--- config.mk ---
export PLATFORM = sky130hd
export DESIGN_NAME = openmips
export DESIGN_NICKNAME = d
export VERILOG_FILES = /design/src/design/cpu_isa_pkg.sv /design/src/design/cpu_pipe_pkg.sv /design/src/design/decode.sv /design/src/design/execute.sv /design/src/design/fetch.sv /design/src/design/openmips.sv /design/src/design/regfile.sv
export SDC_FILE = /design/constraint.sdc
export NUM_CORES = 2
export LEC_CHECK = 0
export BUFFER_PORTS_ARGS = -buffer_cell sky130_fd_sc_hd__buf_2
export CAP_MARGIN = 30
export CORE_ASPECT_RATIO = 1.25
export CORE_MARGIN = 2
export CORE_UTILIZATION = 55
export CTS_CLUSTER_SIZE = 8
export DETAILED_ROUTE_END_ITERATION = 16
export PLACE_DENSITY = 0.74
export RECOVER_POWER = 100
export SYNTH_ARGS = -nofsm -noshare
export SYNTH_HDL_FRONTEND = slang
export SYNTH_SLANG_ARGS = --single-unit
--- constraint.sdc ---
create_clock -name clk -period 2.4 [get_ports clk]
set_clock_uncertainty 0.1 [all_clocks]
set_input_delay 0.12 -clock clk [delete_from_list [all_inputs] [get_ports clk]]
set_output_delay 0.12 -clock clk [all_outputs]
set_load 0.01 [all_outputs]
--- src/design/cpu_isa_pkg.sv ---
// MIPS subset encodings
package cpu_isa_pkg;

    localparam int INST_W     = 32;
    localparam int REG_W      = 32;
    localparam int REG_ADDR_W = 5;

    // field widths inside an instruction word
    localparam int OPCODE_W = 6;
    localparam int FUNCT_W  = 6;
    localparam int SHAMT_W  = 5;
    localparam int IMM_W    = 16;

    // primary opcode in inst[31:26]
    typedef enum logic [OPCODE_W-1:0] {
        OP_SPECIAL = 6'h00,  // r-type, decoded by funct
        OP_ANDI    = 6'h0c,
        OP_ORI     = 6'h0d,
        OP_XORI    = 6'h0e,
        OP_LUI     = 6'h0f
    } opcode_e;

    // funct field of SPECIAL in inst[5:0]
    typedef enum logic [FUNCT_W-1:0] {
        FN_SLL = 6'h00,
        FN_SRL = 6'h02,
        FN_SRA = 6'h03,
        FN_AND = 6'h24,
        FN_OR  = 6'h25,
        FN_XOR = 6'h26,
        FN_NOR = 6'h27
    } funct_e;

    // operations of the execute stage
    typedef enum logic [3:0] {
        ALU_NOP = 4'd0,  // bubble, also the reset value
        ALU_AND = 4'd1,
        ALU_OR  = 4'd2,
        ALU_XOR = 4'd3,
        ALU_NOR = 4'd4,
        ALU_SLL = 4'd5,
        ALU_SRL = 4'd6,
        ALU_SRA = 4'd7,
        ALU_LUI = 4'd8
    } aluop_e;

endpackage

--- src/design/cpu_pipe_pkg.sv ---
// Pipeline stage types
package cpu_pipe_pkg;

    localparam int ADDR_W  = 32;
    localparam int PC_STEP = 4;

    // IF/ID register
    typedef struct packed {
        logic [ADDR_W-1:0]              pc;
        logic [cpu_isa_pkg::INST_W-1:0] inst;
    } if_id_t;

    // regfile read ports
    typedef struct packed {
        logic                               re1;
        logic [cpu_isa_pkg::REG_ADDR_W-1:0] raddr1;
        logic                               re2;
        logic [cpu_isa_pkg::REG_ADDR_W-1:0] raddr2;
    } rd_req_t;

    // ID/EX register
    typedef struct packed {
        cpu_isa_pkg::aluop_e                aluop;
        logic [cpu_isa_pkg::REG_W-1:0]      opa;
        logic [cpu_isa_pkg::REG_W-1:0]      opb;
        logic [cpu_isa_pkg::SHAMT_W-1:0]    shamt;
        logic [cpu_isa_pkg::REG_ADDR_W-1:0] waddr;
        logic                               we;
    } id_ex_t;

    // one register write, same shape for ex, mem and wb paths
    typedef struct packed {
        logic                               we;
        logic [cpu_isa_pkg::REG_ADDR_W-1:0] waddr;
        logic [cpu_isa_pkg::REG_W-1:0]      wdata;
    } wr_t;

endpackage

--- src/design/decode.sv ---
// Instruction decode stage
module decode (
    input  logic                           clk,
    input  logic                           arst_n_i,
    input  cpu_pipe_pkg::if_id_t           if_id_i,
    input  logic [cpu_isa_pkg::REG_W-1:0]  rdata1_i,
    input  logic [cpu_isa_pkg::REG_W-1:0]  rdata2_i,
    output cpu_pipe_pkg::rd_req_t          rd_req_o,
    output cpu_pipe_pkg::id_ex_t           id_ex_o
);
    import cpu_isa_pkg::*;
    import cpu_pipe_pkg::*;

    // instruction fields
    opcode_e               opcode;
    funct_e                funct;
    logic [REG_ADDR_W-1:0] rs;
    logic [REG_ADDR_W-1:0] rt;
    logic [REG_ADDR_W-1:0] rd;
    logic [SHAMT_W-1:0]    shamt;
    logic [IMM_W-1:0]      imm;

    aluop_e                aluop;
    logic                  valid;     // supported encoding
    logic                  use_imm;   // opb from immediate
    logic                  is_shift;
    logic                  is_lui;
    logic [REG_ADDR_W-1:0] waddr;
    logic                  we;
    id_ex_t                id_ex_d;

    assign opcode = opcode_e'(if_id_i.inst[31:26]);
    assign rs     = if_id_i.inst[25:21];
    assign rt     = if_id_i.inst[20:16];
    assign rd     = if_id_i.inst[15:11];
    assign shamt  = if_id_i.inst[10:6];
    assign funct  = funct_e'(if_id_i.inst[5:0]);
    assign imm    = if_id_i.inst[15:0];

    function automatic aluop_e funct_to_aluop(input funct_e fn);
        case (fn)
            FN_AND:  return ALU_AND;
            FN_OR:   return ALU_OR;
            FN_XOR:  return ALU_XOR;
            FN_NOR:  return ALU_NOR;
            FN_SLL:  return ALU_SLL;
            FN_SRL:  return ALU_SRL;
            FN_SRA:  return ALU_SRA;
            default: return ALU_NOP;  // unsupported funct
        endcase
    endfunction

    always_comb begin
        aluop = ALU_NOP;
        waddr = rt;  // i-type destination
        case (opcode)
            OP_SPECIAL: begin
                aluop = funct_to_aluop(funct);
                waddr = rd;
            end
            OP_ORI:  aluop = ALU_OR;
            OP_ANDI: aluop = ALU_AND;
            OP_XORI: aluop = ALU_XOR;
            OP_LUI:  aluop = ALU_LUI;
            default: aluop = ALU_NOP;
        endcase
    end

    assign valid    = (aluop != ALU_NOP);
    assign use_imm  = (opcode != OP_SPECIAL);
    assign is_shift = aluop inside {ALU_SLL, ALU_SRL, ALU_SRA};
    assign is_lui   = (aluop == ALU_LUI);
    assign we       = valid && (waddr != '0);

    // shifts and lui have no rs operand
    assign rd_req_o.re1    = valid && !is_shift && !is_lui;
    assign rd_req_o.raddr1 = rs;
    assign rd_req_o.re2    = valid && !use_imm;
    assign rd_req_o.raddr2 = rt;

    always_comb begin
        id_ex_d.aluop = we ? aluop : ALU_NOP;
        id_ex_d.opa   = rdata1_i;  // reads 0 when port is idle
        if (use_imm) begin
            id_ex_d.opb = {{(REG_W-IMM_W){1'b0}}, imm};
        end else begin
            id_ex_d.opb = rdata2_i;
        end
        id_ex_d.shamt = shamt;
        id_ex_d.waddr = waddr;
        id_ex_d.we    = we;
    end

    always_ff @(posedge clk or negedge arst_n_i) begin
        if (!arst_n_i) begin
            id_ex_o <= '0;  // bubble
        end else begin
            id_ex_o <= id_ex_d;
        end
    end

endmodule

--- src/design/execute.sv ---
// Execute, memory and write-back stages
module execute (
    input  logic                 clk,
    input  logic                 arst_n_i,
    input  cpu_pipe_pkg::id_ex_t id_ex_i,
    output cpu_pipe_pkg::wr_t    ex_fwd_o,
    output cpu_pipe_pkg::wr_t    mem_fwd_o,
    output cpu_pipe_pkg::wr_t    wb_o
);
    import cpu_isa_pkg::*;
    import cpu_pipe_pkg::*;

    logic [REG_W-1:0] alu_res;
    wr_t              ex_mem_q;
    wr_t              mem_wb_q;

    always_comb begin
        case (id_ex_i.aluop)
            ALU_AND: alu_res = id_ex_i.opa & id_ex_i.opb;
            ALU_OR:  alu_res = id_ex_i.opa | id_ex_i.opb;
            ALU_XOR: alu_res = id_ex_i.opa ^ id_ex_i.opb;
            ALU_NOR: alu_res = ~(id_ex_i.opa | id_ex_i.opb);
            ALU_SLL: alu_res = id_ex_i.opb << id_ex_i.shamt;
            ALU_SRL: alu_res = id_ex_i.opb >> id_ex_i.shamt;
            ALU_SRA: alu_res = $signed(id_ex_i.opb) >>> id_ex_i.shamt;  // sign fill
            ALU_LUI: alu_res = {id_ex_i.opb[15:0], 16'h0000};
            default: alu_res = '0;
        endcase
    end

    // combinational result, forwarded to decode
    assign ex_fwd_o = '{we: id_ex_i.we, waddr: id_ex_i.waddr, wdata: alu_res};

    // EX/MEM register
    always_ff @(posedge clk or negedge arst_n_i) begin
        if (!arst_n_i) begin
            ex_mem_q <= '0;
        end else begin
            ex_mem_q <= ex_fwd_o;
        end
    end

    // no data memory, the mem stage passes the result on
    assign mem_fwd_o = ex_mem_q;

    // MEM/WB register
    always_ff @(posedge clk or negedge arst_n_i) begin
        if (!arst_n_i) begin
            mem_wb_q <= '0;
        end else begin
            mem_wb_q <= mem_fwd_o;
        end
    end

    assign wb_o = mem_wb_q;  // regfile write port

endmodule

--- src/design/fetch.sv ---
// Instruction fetch stage
module fetch (
    input  logic                            clk,
    input  logic                            arst_n_i,
    input  logic [cpu_isa_pkg::INST_W-1:0]  rom_data_i,
    output logic                            rom_ce_o,
    output logic [cpu_pipe_pkg::ADDR_W-1:0] rom_addr_o,
    output cpu_pipe_pkg::if_id_t            if_id_o
);
    import cpu_pipe_pkg::*;

    logic [ADDR_W-1:0] pc;

    // rom enable comes up one edge after reset release
    always_ff @(posedge clk or negedge arst_n_i) begin
        if (!arst_n_i) begin
            rom_ce_o <= 1'b0;
        end else begin
            rom_ce_o <= 1'b1;
        end
    end

    always_ff @(posedge clk or negedge arst_n_i) begin
        if (!arst_n_i) begin
            pc <= '0;
        end else if (rom_ce_o) begin
            pc <= pc + ADDR_W'(PC_STEP);
        end else begin
            pc <= '0;  // held at 0 until enabled
        end
    end

    assign rom_addr_o = pc;

    // zero word while disabled, decodes as a bubble
    always_ff @(posedge clk or negedge arst_n_i) begin
        if (!arst_n_i) begin
            if_id_o <= '0;
        end else begin
            if_id_o <= '{pc: pc, inst: (rom_ce_o ? rom_data_i : '0)};
        end
    end

endmodule

--- src/design/openmips.sv ---
// Five stage MIPS core
module openmips (
    input  logic                            clk,
    input  logic                            arst_n_i,
    input  logic [cpu_isa_pkg::INST_W-1:0]  rom_data_i,  // instruction word from rom
    output logic                            rom_ce_o,
    output logic [cpu_pipe_pkg::ADDR_W-1:0] rom_addr_o,
    output cpu_pipe_pkg::wr_t               wb_o
);
    import cpu_isa_pkg::*;
    import cpu_pipe_pkg::*;

    if_id_t           if_id;
    rd_req_t          rd_req;
    logic [REG_W-1:0] rdata1;
    logic [REG_W-1:0] rdata2;
    id_ex_t           id_ex;
    wr_t              ex_fwd;   // forwarding paths
    wr_t              mem_fwd;

    fetch fetch_0 (
        .clk        (clk),
        .arst_n_i   (arst_n_i),
        .rom_data_i (rom_data_i),
        .rom_ce_o   (rom_ce_o),
        .rom_addr_o (rom_addr_o),
        .if_id_o    (if_id)
    );

    decode decode_0 (
        .clk      (clk),
        .arst_n_i (arst_n_i),
        .if_id_i  (if_id),
        .rdata1_i (rdata1),
        .rdata2_i (rdata2),
        .rd_req_o (rd_req),
        .id_ex_o  (id_ex)
    );

    regfile regfile_0 (
        .clk       (clk),
        .arst_n_i  (arst_n_i),
        .rd_req_i  (rd_req),
        .ex_fwd_i  (ex_fwd),
        .mem_fwd_i (mem_fwd),
        .wb_i      (wb_o),
        .rdata1_o  (rdata1),
        .rdata2_o  (rdata2)
    );

    execute execute_0 (
        .clk       (clk),
        .arst_n_i  (arst_n_i),
        .id_ex_i   (id_ex),
        .ex_fwd_o  (ex_fwd),
        .mem_fwd_o (mem_fwd),
        .wb_o      (wb_o)
    );

endmodule

--- src/design/regfile.sv ---
// Register file with bypass
module regfile (
    input  logic                          clk,
    input  logic                          arst_n_i,
    input  cpu_pipe_pkg::rd_req_t         rd_req_i,
    input  cpu_pipe_pkg::wr_t             ex_fwd_i,
    input  cpu_pipe_pkg::wr_t             mem_fwd_i,
    input  cpu_pipe_pkg::wr_t             wb_i,
    output logic [cpu_isa_pkg::REG_W-1:0] rdata1_o,
    output logic [cpu_isa_pkg::REG_W-1:0] rdata2_o
);
    import cpu_isa_pkg::*;
    import cpu_pipe_pkg::*;

    logic [REG_W-1:0] regs [2**REG_ADDR_W];

    always_ff @(posedge clk or negedge arst_n_i) begin
        if (!arst_n_i) begin
            for (int i = 0; i < 2**REG_ADDR_W; i++) begin
                regs[i] <= '0;
            end
        end else if (wb_i.we && (wb_i.waddr != '0)) begin
            regs[wb_i.waddr] <= wb_i.wdata;
        end
    end

    // youngest pending write wins, then the array
    function automatic logic [REG_W-1:0] read_port(
        input logic                  re,
        input logic [REG_ADDR_W-1:0] addr,
        input wr_t                   ex_w,
        input wr_t                   mem_w,
        input wr_t                   wb_w
    );
        logic [REG_W-1:0] data;
        if (!re || (addr == '0)) begin
            data = '0;
        end else if (ex_w.we && (ex_w.waddr == addr)) begin
            data = ex_w.wdata;
        end else if (mem_w.we && (mem_w.waddr == addr)) begin
            data = mem_w.wdata;
        end else if (wb_w.we && (wb_w.waddr == addr)) begin
            data = wb_w.wdata;  // write-through, same cycle
        end else begin
            data = regs[addr];
        end
        return data;
    endfunction

    always_comb begin
        rdata1_o = read_port(rd_req_i.re1, rd_req_i.raddr1, ex_fwd_i, mem_fwd_i, wb_i);
        rdata2_o = read_port(rd_req_i.re2, rd_req_i.raddr2, ex_fwd_i, mem_fwd_i, wb_i);
    end

endmodule

== Word level (Yosys, flattened, before mapping) ==
Cells that the tools add are included.
Widths: inputs -> output; s select.

* Output and inout port bits: 71
* Word-level logic and storage cells: 143
* Input bits: 34
* Bits in registers: 1,244

* Reduce and logical (&&, ||, !) cells: 28
* $add $sub $neg: 1
* Mux-type cells: 25
* Shift operators: 3
* Eq/ne operators: 28
* $lt $le $gt $ge: 4
* Bitwise logic cells: 7

{| class="wikitable"
|+ Operators with widths
! kind !! count
|-
| $bwmux 1024 || 1
|-
| $mux 32 || 16
|-
| $bmux 32 s5 || 2
|-
| $pmux 32 s8 || 1
|-
| $demux 32 s5 || 1
|-
| $add 32x3->32 const B || 1
|-
| $and 32x32->32 || 1
|-
| $not 32->32 || 1
|-
| $or 32x32->32 || 1
|-
| $shl 32x5->32 || 1
|-
| $shr 32x5->32 || 1
|-
| $sshr 32x5->32 || 1
|-
| $xor 32x32->32 || 1
|-
| $eq 5x5->1 || 6
|-
| $eq 4x3->1 const B || 7
|-
| $eq 6x4->1 const B || 4
|-
| $eq 6x6->1 const B || 4
|-
| $pmux 3 s7 || 1
|-
| $pmux 4 s5 || 1
|-
| $ge 6x6->1 const B || 3
|-
| $not 5->6 || 3
|-
| $eq 6x2->1 const B || 2
|-
| $logic_and 1x1->1 || 12
|-
| $logic_not 6->1 || 2
|-
| other kinds (13) || 22
|}

== Longest topological paths before layout ==
* Depth after elaboration: 11
* Mapped depth: 12
* Mapped depth without buffers: 8

== Hierarchy ==
Synthesis repeated with hierarchy kept, for this count alone.

* Cell total of the unflattened synthesis: 5,286
* Area total of the unflattened synthesis: 71,160.7 um^2

{| class="wikitable"
|+ Modules (own cells, without submodules)
! module !! area each (um^2) !! seq. area each (um^2) !! times used !! cells an instance
|-
| regfile || 56,314.0 || 25,624.6 || 1 || 3,916
|-
| execute || 8,803.4 || 1,901.8 || 1 || 932
|-
| fetch || 3,388.2 || 2,327.2 || 1 || 266
|-
| decode || 2,655.0 || 1,976.9 || 1 || 172
|}

== Worst setup path after synthesis ==
No wires, ideal clock.

* Kind: register to register
* From: register fetch_0.if_id_o[16] (netlist bit)
* To: register decode_0.id_ex_o[11] (netlist bit)
* Cell stages (with the launch flop): 9
* Arrival time: 2.307 ns
* Setup slack: -0.133 ns
* Path through: dfrtp_1 > buf_6 > buf_8 > buf_2 > mux4_2 > mux4_2 > a22oi_1 > a21oi_1 > a2bb2oi_1

{| class="wikitable"
|+ RTL lines
! item !! RTL line !! source
|-
| from (decl) || fetch.sv:8 || <nowiki>output cpu_pipe_pkg::if_id_t if_id_o</nowiki>
|-
| from (signal assigned) || fetch.sv:40 || <nowiki>if_id_o <= '{pc: pc, inst: (rom_ce_o ? rom_data_i : '0)};</nowiki>
|-
| to (signal assigned) || decode.sv:98 || <nowiki>id_ex_o <= id_ex_d;</nowiki>
|-
| to (decl) || decode.sv:9 || <nowiki>output cpu_pipe_pkg::id_ex_t id_ex_o</nowiki>
|}

==> summary.md <==
| Metric | Value |
|---|---|
| Routed len/inst | between 30 and 40 um |
| Total global-route track usage | 0.4112 |
| Final period util | 1.223 |
| MaxCap Viol Count | 0 |
| # nets final | just over 6k |
| Critical path, cell by cell | buf_12 > buf_8 > buf_12 > mux4_2 > mux4_2 > nand2_1 > and3_4 > o21ai_4 > a32o_1 |
| GR Overflow Total | 0 |
| Slowest-stage cell, CP | mux4_2 |
| Clock Pin Slew Worst Setup and Hold Paths | roughly 0.05 ns |
| Slew at the pin closest to its max-slew limit | 1.404 ns |
| Die Ht | between 400 and 500 um |
| Worst VDD drop | just over 600 uV |
| Clock tree root driver cell | clkbuf_16 |
| Failing checks | negative setup slack |
| Setup violators final | 292 |
| Clock buffer depth | 3 |
| Top_reg_cell synth | dfrtp_1 |
| Max Clock Freq | between 0.3 and 0.4 GHz |
| #FFs+latches synth | between 1k and 1.5k |
| Largest area contributor in the netlist | dfrtp_1 |
| Pwr/cell area | roughly 580 nW/um^2 |
| Htree depth | 4 |
| Num Clock Sinks | about 1.2k |
| Avg Inst Size Synth | approximately 14 um^2 |
| Switching power | roughly 0.014 W |
| Vias in the first global route | 56.00k |
| RSZ-0062 raised after global routing | yes |
| Die area | 130400 um^2 |
| Port-buffer cells | between 100 and 150 |
| Final wirelength | 267.4 mm |
| Minimum clock period | between 2 and 3 ns |
| Pre-antenna DRT Iters | 6 |
| Setup ws final | -0.5352 ns |
| CP Data Arrival Time | ~3.5 ns |
| Vias per inst | approximately 7 |
| Layout cells sized above 1 | 0.5507 |
| Slew HR | 0.06431 |
| Initial antenna violation count | 5 |
| Post-synth top cells | dfrtp_1 (1242), mux2_2 (1022), mux4_2 (540) |
| Fillers | roughly 8.4k |
| Clk_lat worst skew | 0.83 ns |
| Synth Instances | a little over 5k |
| Die width | 323.4 um |
| Critical Path RT | 2.97 ns |
| First-pass GRT wire length | 386.1 mm |
| Synth area leaders | dfrtp_1 (44%), mux4_2 (17%), mux2_2 (16%), mux2i_1 (3.7%), clkbuf_1 (1.6%) |
| Clock Power Share | 0.433 |
| EDFF count, synth | 0 |
| Mapped Area | between 70000 and 80000 um^2 |
| Yosys warns | 0 |
| Area growth syn-to-layout | 26.59% |
| Top cell type's share of synthesized area | 0.4432 |
| Sw frac | 0.2682 |
| Sequential share of power | 0.427 |
| Top-count cell post-synth | dfrtp_1 |
| Hold Crit Class | in -> reg |
| Lkg Pwr | roughly 40 nW |
| Yosys cell types | 102 |
| Critical Path Start Type | register |
| Register area share after synthesis | 0.4432 |
| CTS Buf Count | approximately 170 |
| Ports | between 100 and 150 |
| Area of the core | 126600 um^2 |
| Fin. max-slew vios | 0 |
| Internal power | roughly 0.038 W |
| # rows | 146 |
| Antenna-violating nets left | 0 |
| Outcome | complete, but fails checks |
| CP endpoint kind | register |
| CP max FO | 6 |
| Async SR Flop Fraction | 1.000 |
| Final core occ | 0.7013 |
| Comb power frac | 0.140 |
| Initial DRC count | approximately 6.3k |
| DRC | 0 |
| Largest net degree at the start of global routing | 92 |
| CTS tree | yes |
| HPWL after DPL | between 150 and 200 mm |
| Initial Util | 0.5540 |
| CP max stage delay | a little over 0.6 ns |
| Gpl congestion | ~1.0 |
| Vias after detailed routing | roughly 54k |
| Crit Path Class | reg -> reg |
| Setup TNS | -41.29 ns |
| Hold Vio Cnt, Final | 0 |
per-layer routing:
layer,track usage,routed length [um]
met5,0,27
met4,0.2995,23880
met3,0.1067,26970
met2,0.6318,123600
met1,0.5038,92880
stage by stage:
step / hold WS [ns] / worst slack, ns / cell area, um^2 / power, W / std cells
3_3_place_gp: -0.05705 / -0.7457 / 78940 / 0.02809 / 7266
5_1_grt: 0.05350 / -0.5151 / 88770 / 0.05263 / 7698
4_1_cts: 0.008596 / -0.4711 / 88020 / 0.05105 / 7643
6_report: 0.06225 / -0.5352 / 88780 / 0.05134 / 7702
3_5_place_dp: -0.04964 / -0.7583 / 78940 / 0.02815 / 7266
2_1_floorplan: -0.2756 / -0.06125 / 70250 / 0.02507 / 5115
flip-flops by register name, summed over array words and instances, names as in the netlist:
register             flops
fetch_0.if_id_o         32
fetch_0.rom_addr_o      30
decode_0.id_ex_o        79
regfile_0.regs        1024
execute_0.mem_fwd_o     38
execute_0.wb_o          38
fetch_0.rom_ce_o         1
timing repair:
item / 4_1_cts / 5_1_grt
pin swaps: 150 / 138
endpoints found under the setup margin: 96 / 101
buffers inserted: 118 / 73
gates cloned: 17 / 7
hold buffers: 54 / 0
gates resized for setup: 517 / 257
endpoints found under the hold margin: 1274 / 0
cell type report:
class,instances,area (um^2),share of cell area
Multi-Input combinational cell,3236,38720,0.4362
Sequential cell,1242,31130,0.3506
Timing Repair Buffer,1235,11800,0.1329
Clock buffer,186,4419,0.04978
Tap cell,1702,2130,0.02399
Inverter,83,314.1,0.003538
Clock inverter,14,252.7,0.002847
Antenna cell,4,10.01,0.0001128
placed cells by master (no fill, tap or decap), types with 41 or more instances in the layout:
master,count
a21oi_1,74
buf_12,129
buf_2,65
buf_4,676
buf_6,125
clkbuf_1,75
clkbuf_16,181
dfrtp_1,1225
dlygate4sd3_1,53
ha_1,65
inv_1,73
mux2_2,1006
mux2i_1,213
mux4_2,540
nand2_1,122
nand3_1,41
nor2_1,138
o21ai_0,48
power by group through the flow:
stage	Clock [W]	Combinational (W)	Sequential (W)
4_1_cts	0.0223	0.00682	0.0219
3_5_place_dp	0	0.00591	0.0222
2_1_floorplan	0	0.00305	0.0220
6_report	0.0222	0.00720	0.0219
3_3_place_gp	0	0.00588	0.0222
5_1_grt	0.0233	0.00745	0.0219
critical path, delay by kind of cell, from the launching register on:
| kind | cells | cell delay (ns) |
|---|---|---|
| muxes | 2 | 1.16 |
| buffers and inverters | 3 | 0.46 |
| DFF | 1 | 0.43 |
| and+or+nand+nor | 2 | 0.31 |
| AOI/OAI and AO/OA | 2 | 0.31 |
logic make-up after synthesis:
| group | count (synthesis) | share of synthesized area |
|---|---|---|
| AO/OA/AOI/OAI | 634 | 0.06714 |
| XOR/XNOR | 58 | 0.007351 |
| adder cells (fa/ha/maj) | 65 | 0.01160 |
| buffers and inverters | 637 | 0.04535 |
| flip-flops | 1242 | 0.4432 |
| multiplexers | 1855 | 0.3800 |
| other | 2 | 0.0001071 |
| AND/OR/NAND/NOR | 621 | 0.04530 |
final timing paths:
kind / startpoint / to / slack [ns] / cells after the start
max in group asynchronous: arst_n_i / fetch_0.if_id_o[22]$_DFF_PN0_ / 0.03 / 3
max: fetch_0.if_id_o[16]$_DFF_PN0_ / decode_0.id_ex_o[23]$_DFF_PN0_ / -0.54 / 9
min: rom_data_i[6] / fetch_0.if_id_o[6]$_DFF_PN0_ / 0.06 / 3
min in group asynchronous: arst_n_i / regfile_0.regs[886]$_DFFE_PN0P_ / 0.84 / 3
min reg2reg: regfile_0.regs[1019]$_DFFE_PN0P_ / regfile_0.regs[1019]$_DFFE_PN0P_ / 0.30 / 0
max reg2reg: fetch_0.if_id_o[16]$_DFF_PN0_ / decode_0.id_ex_o[23]$_DFF_PN0_ / -0.54 / 9
(Power assumes the default switching activity.)
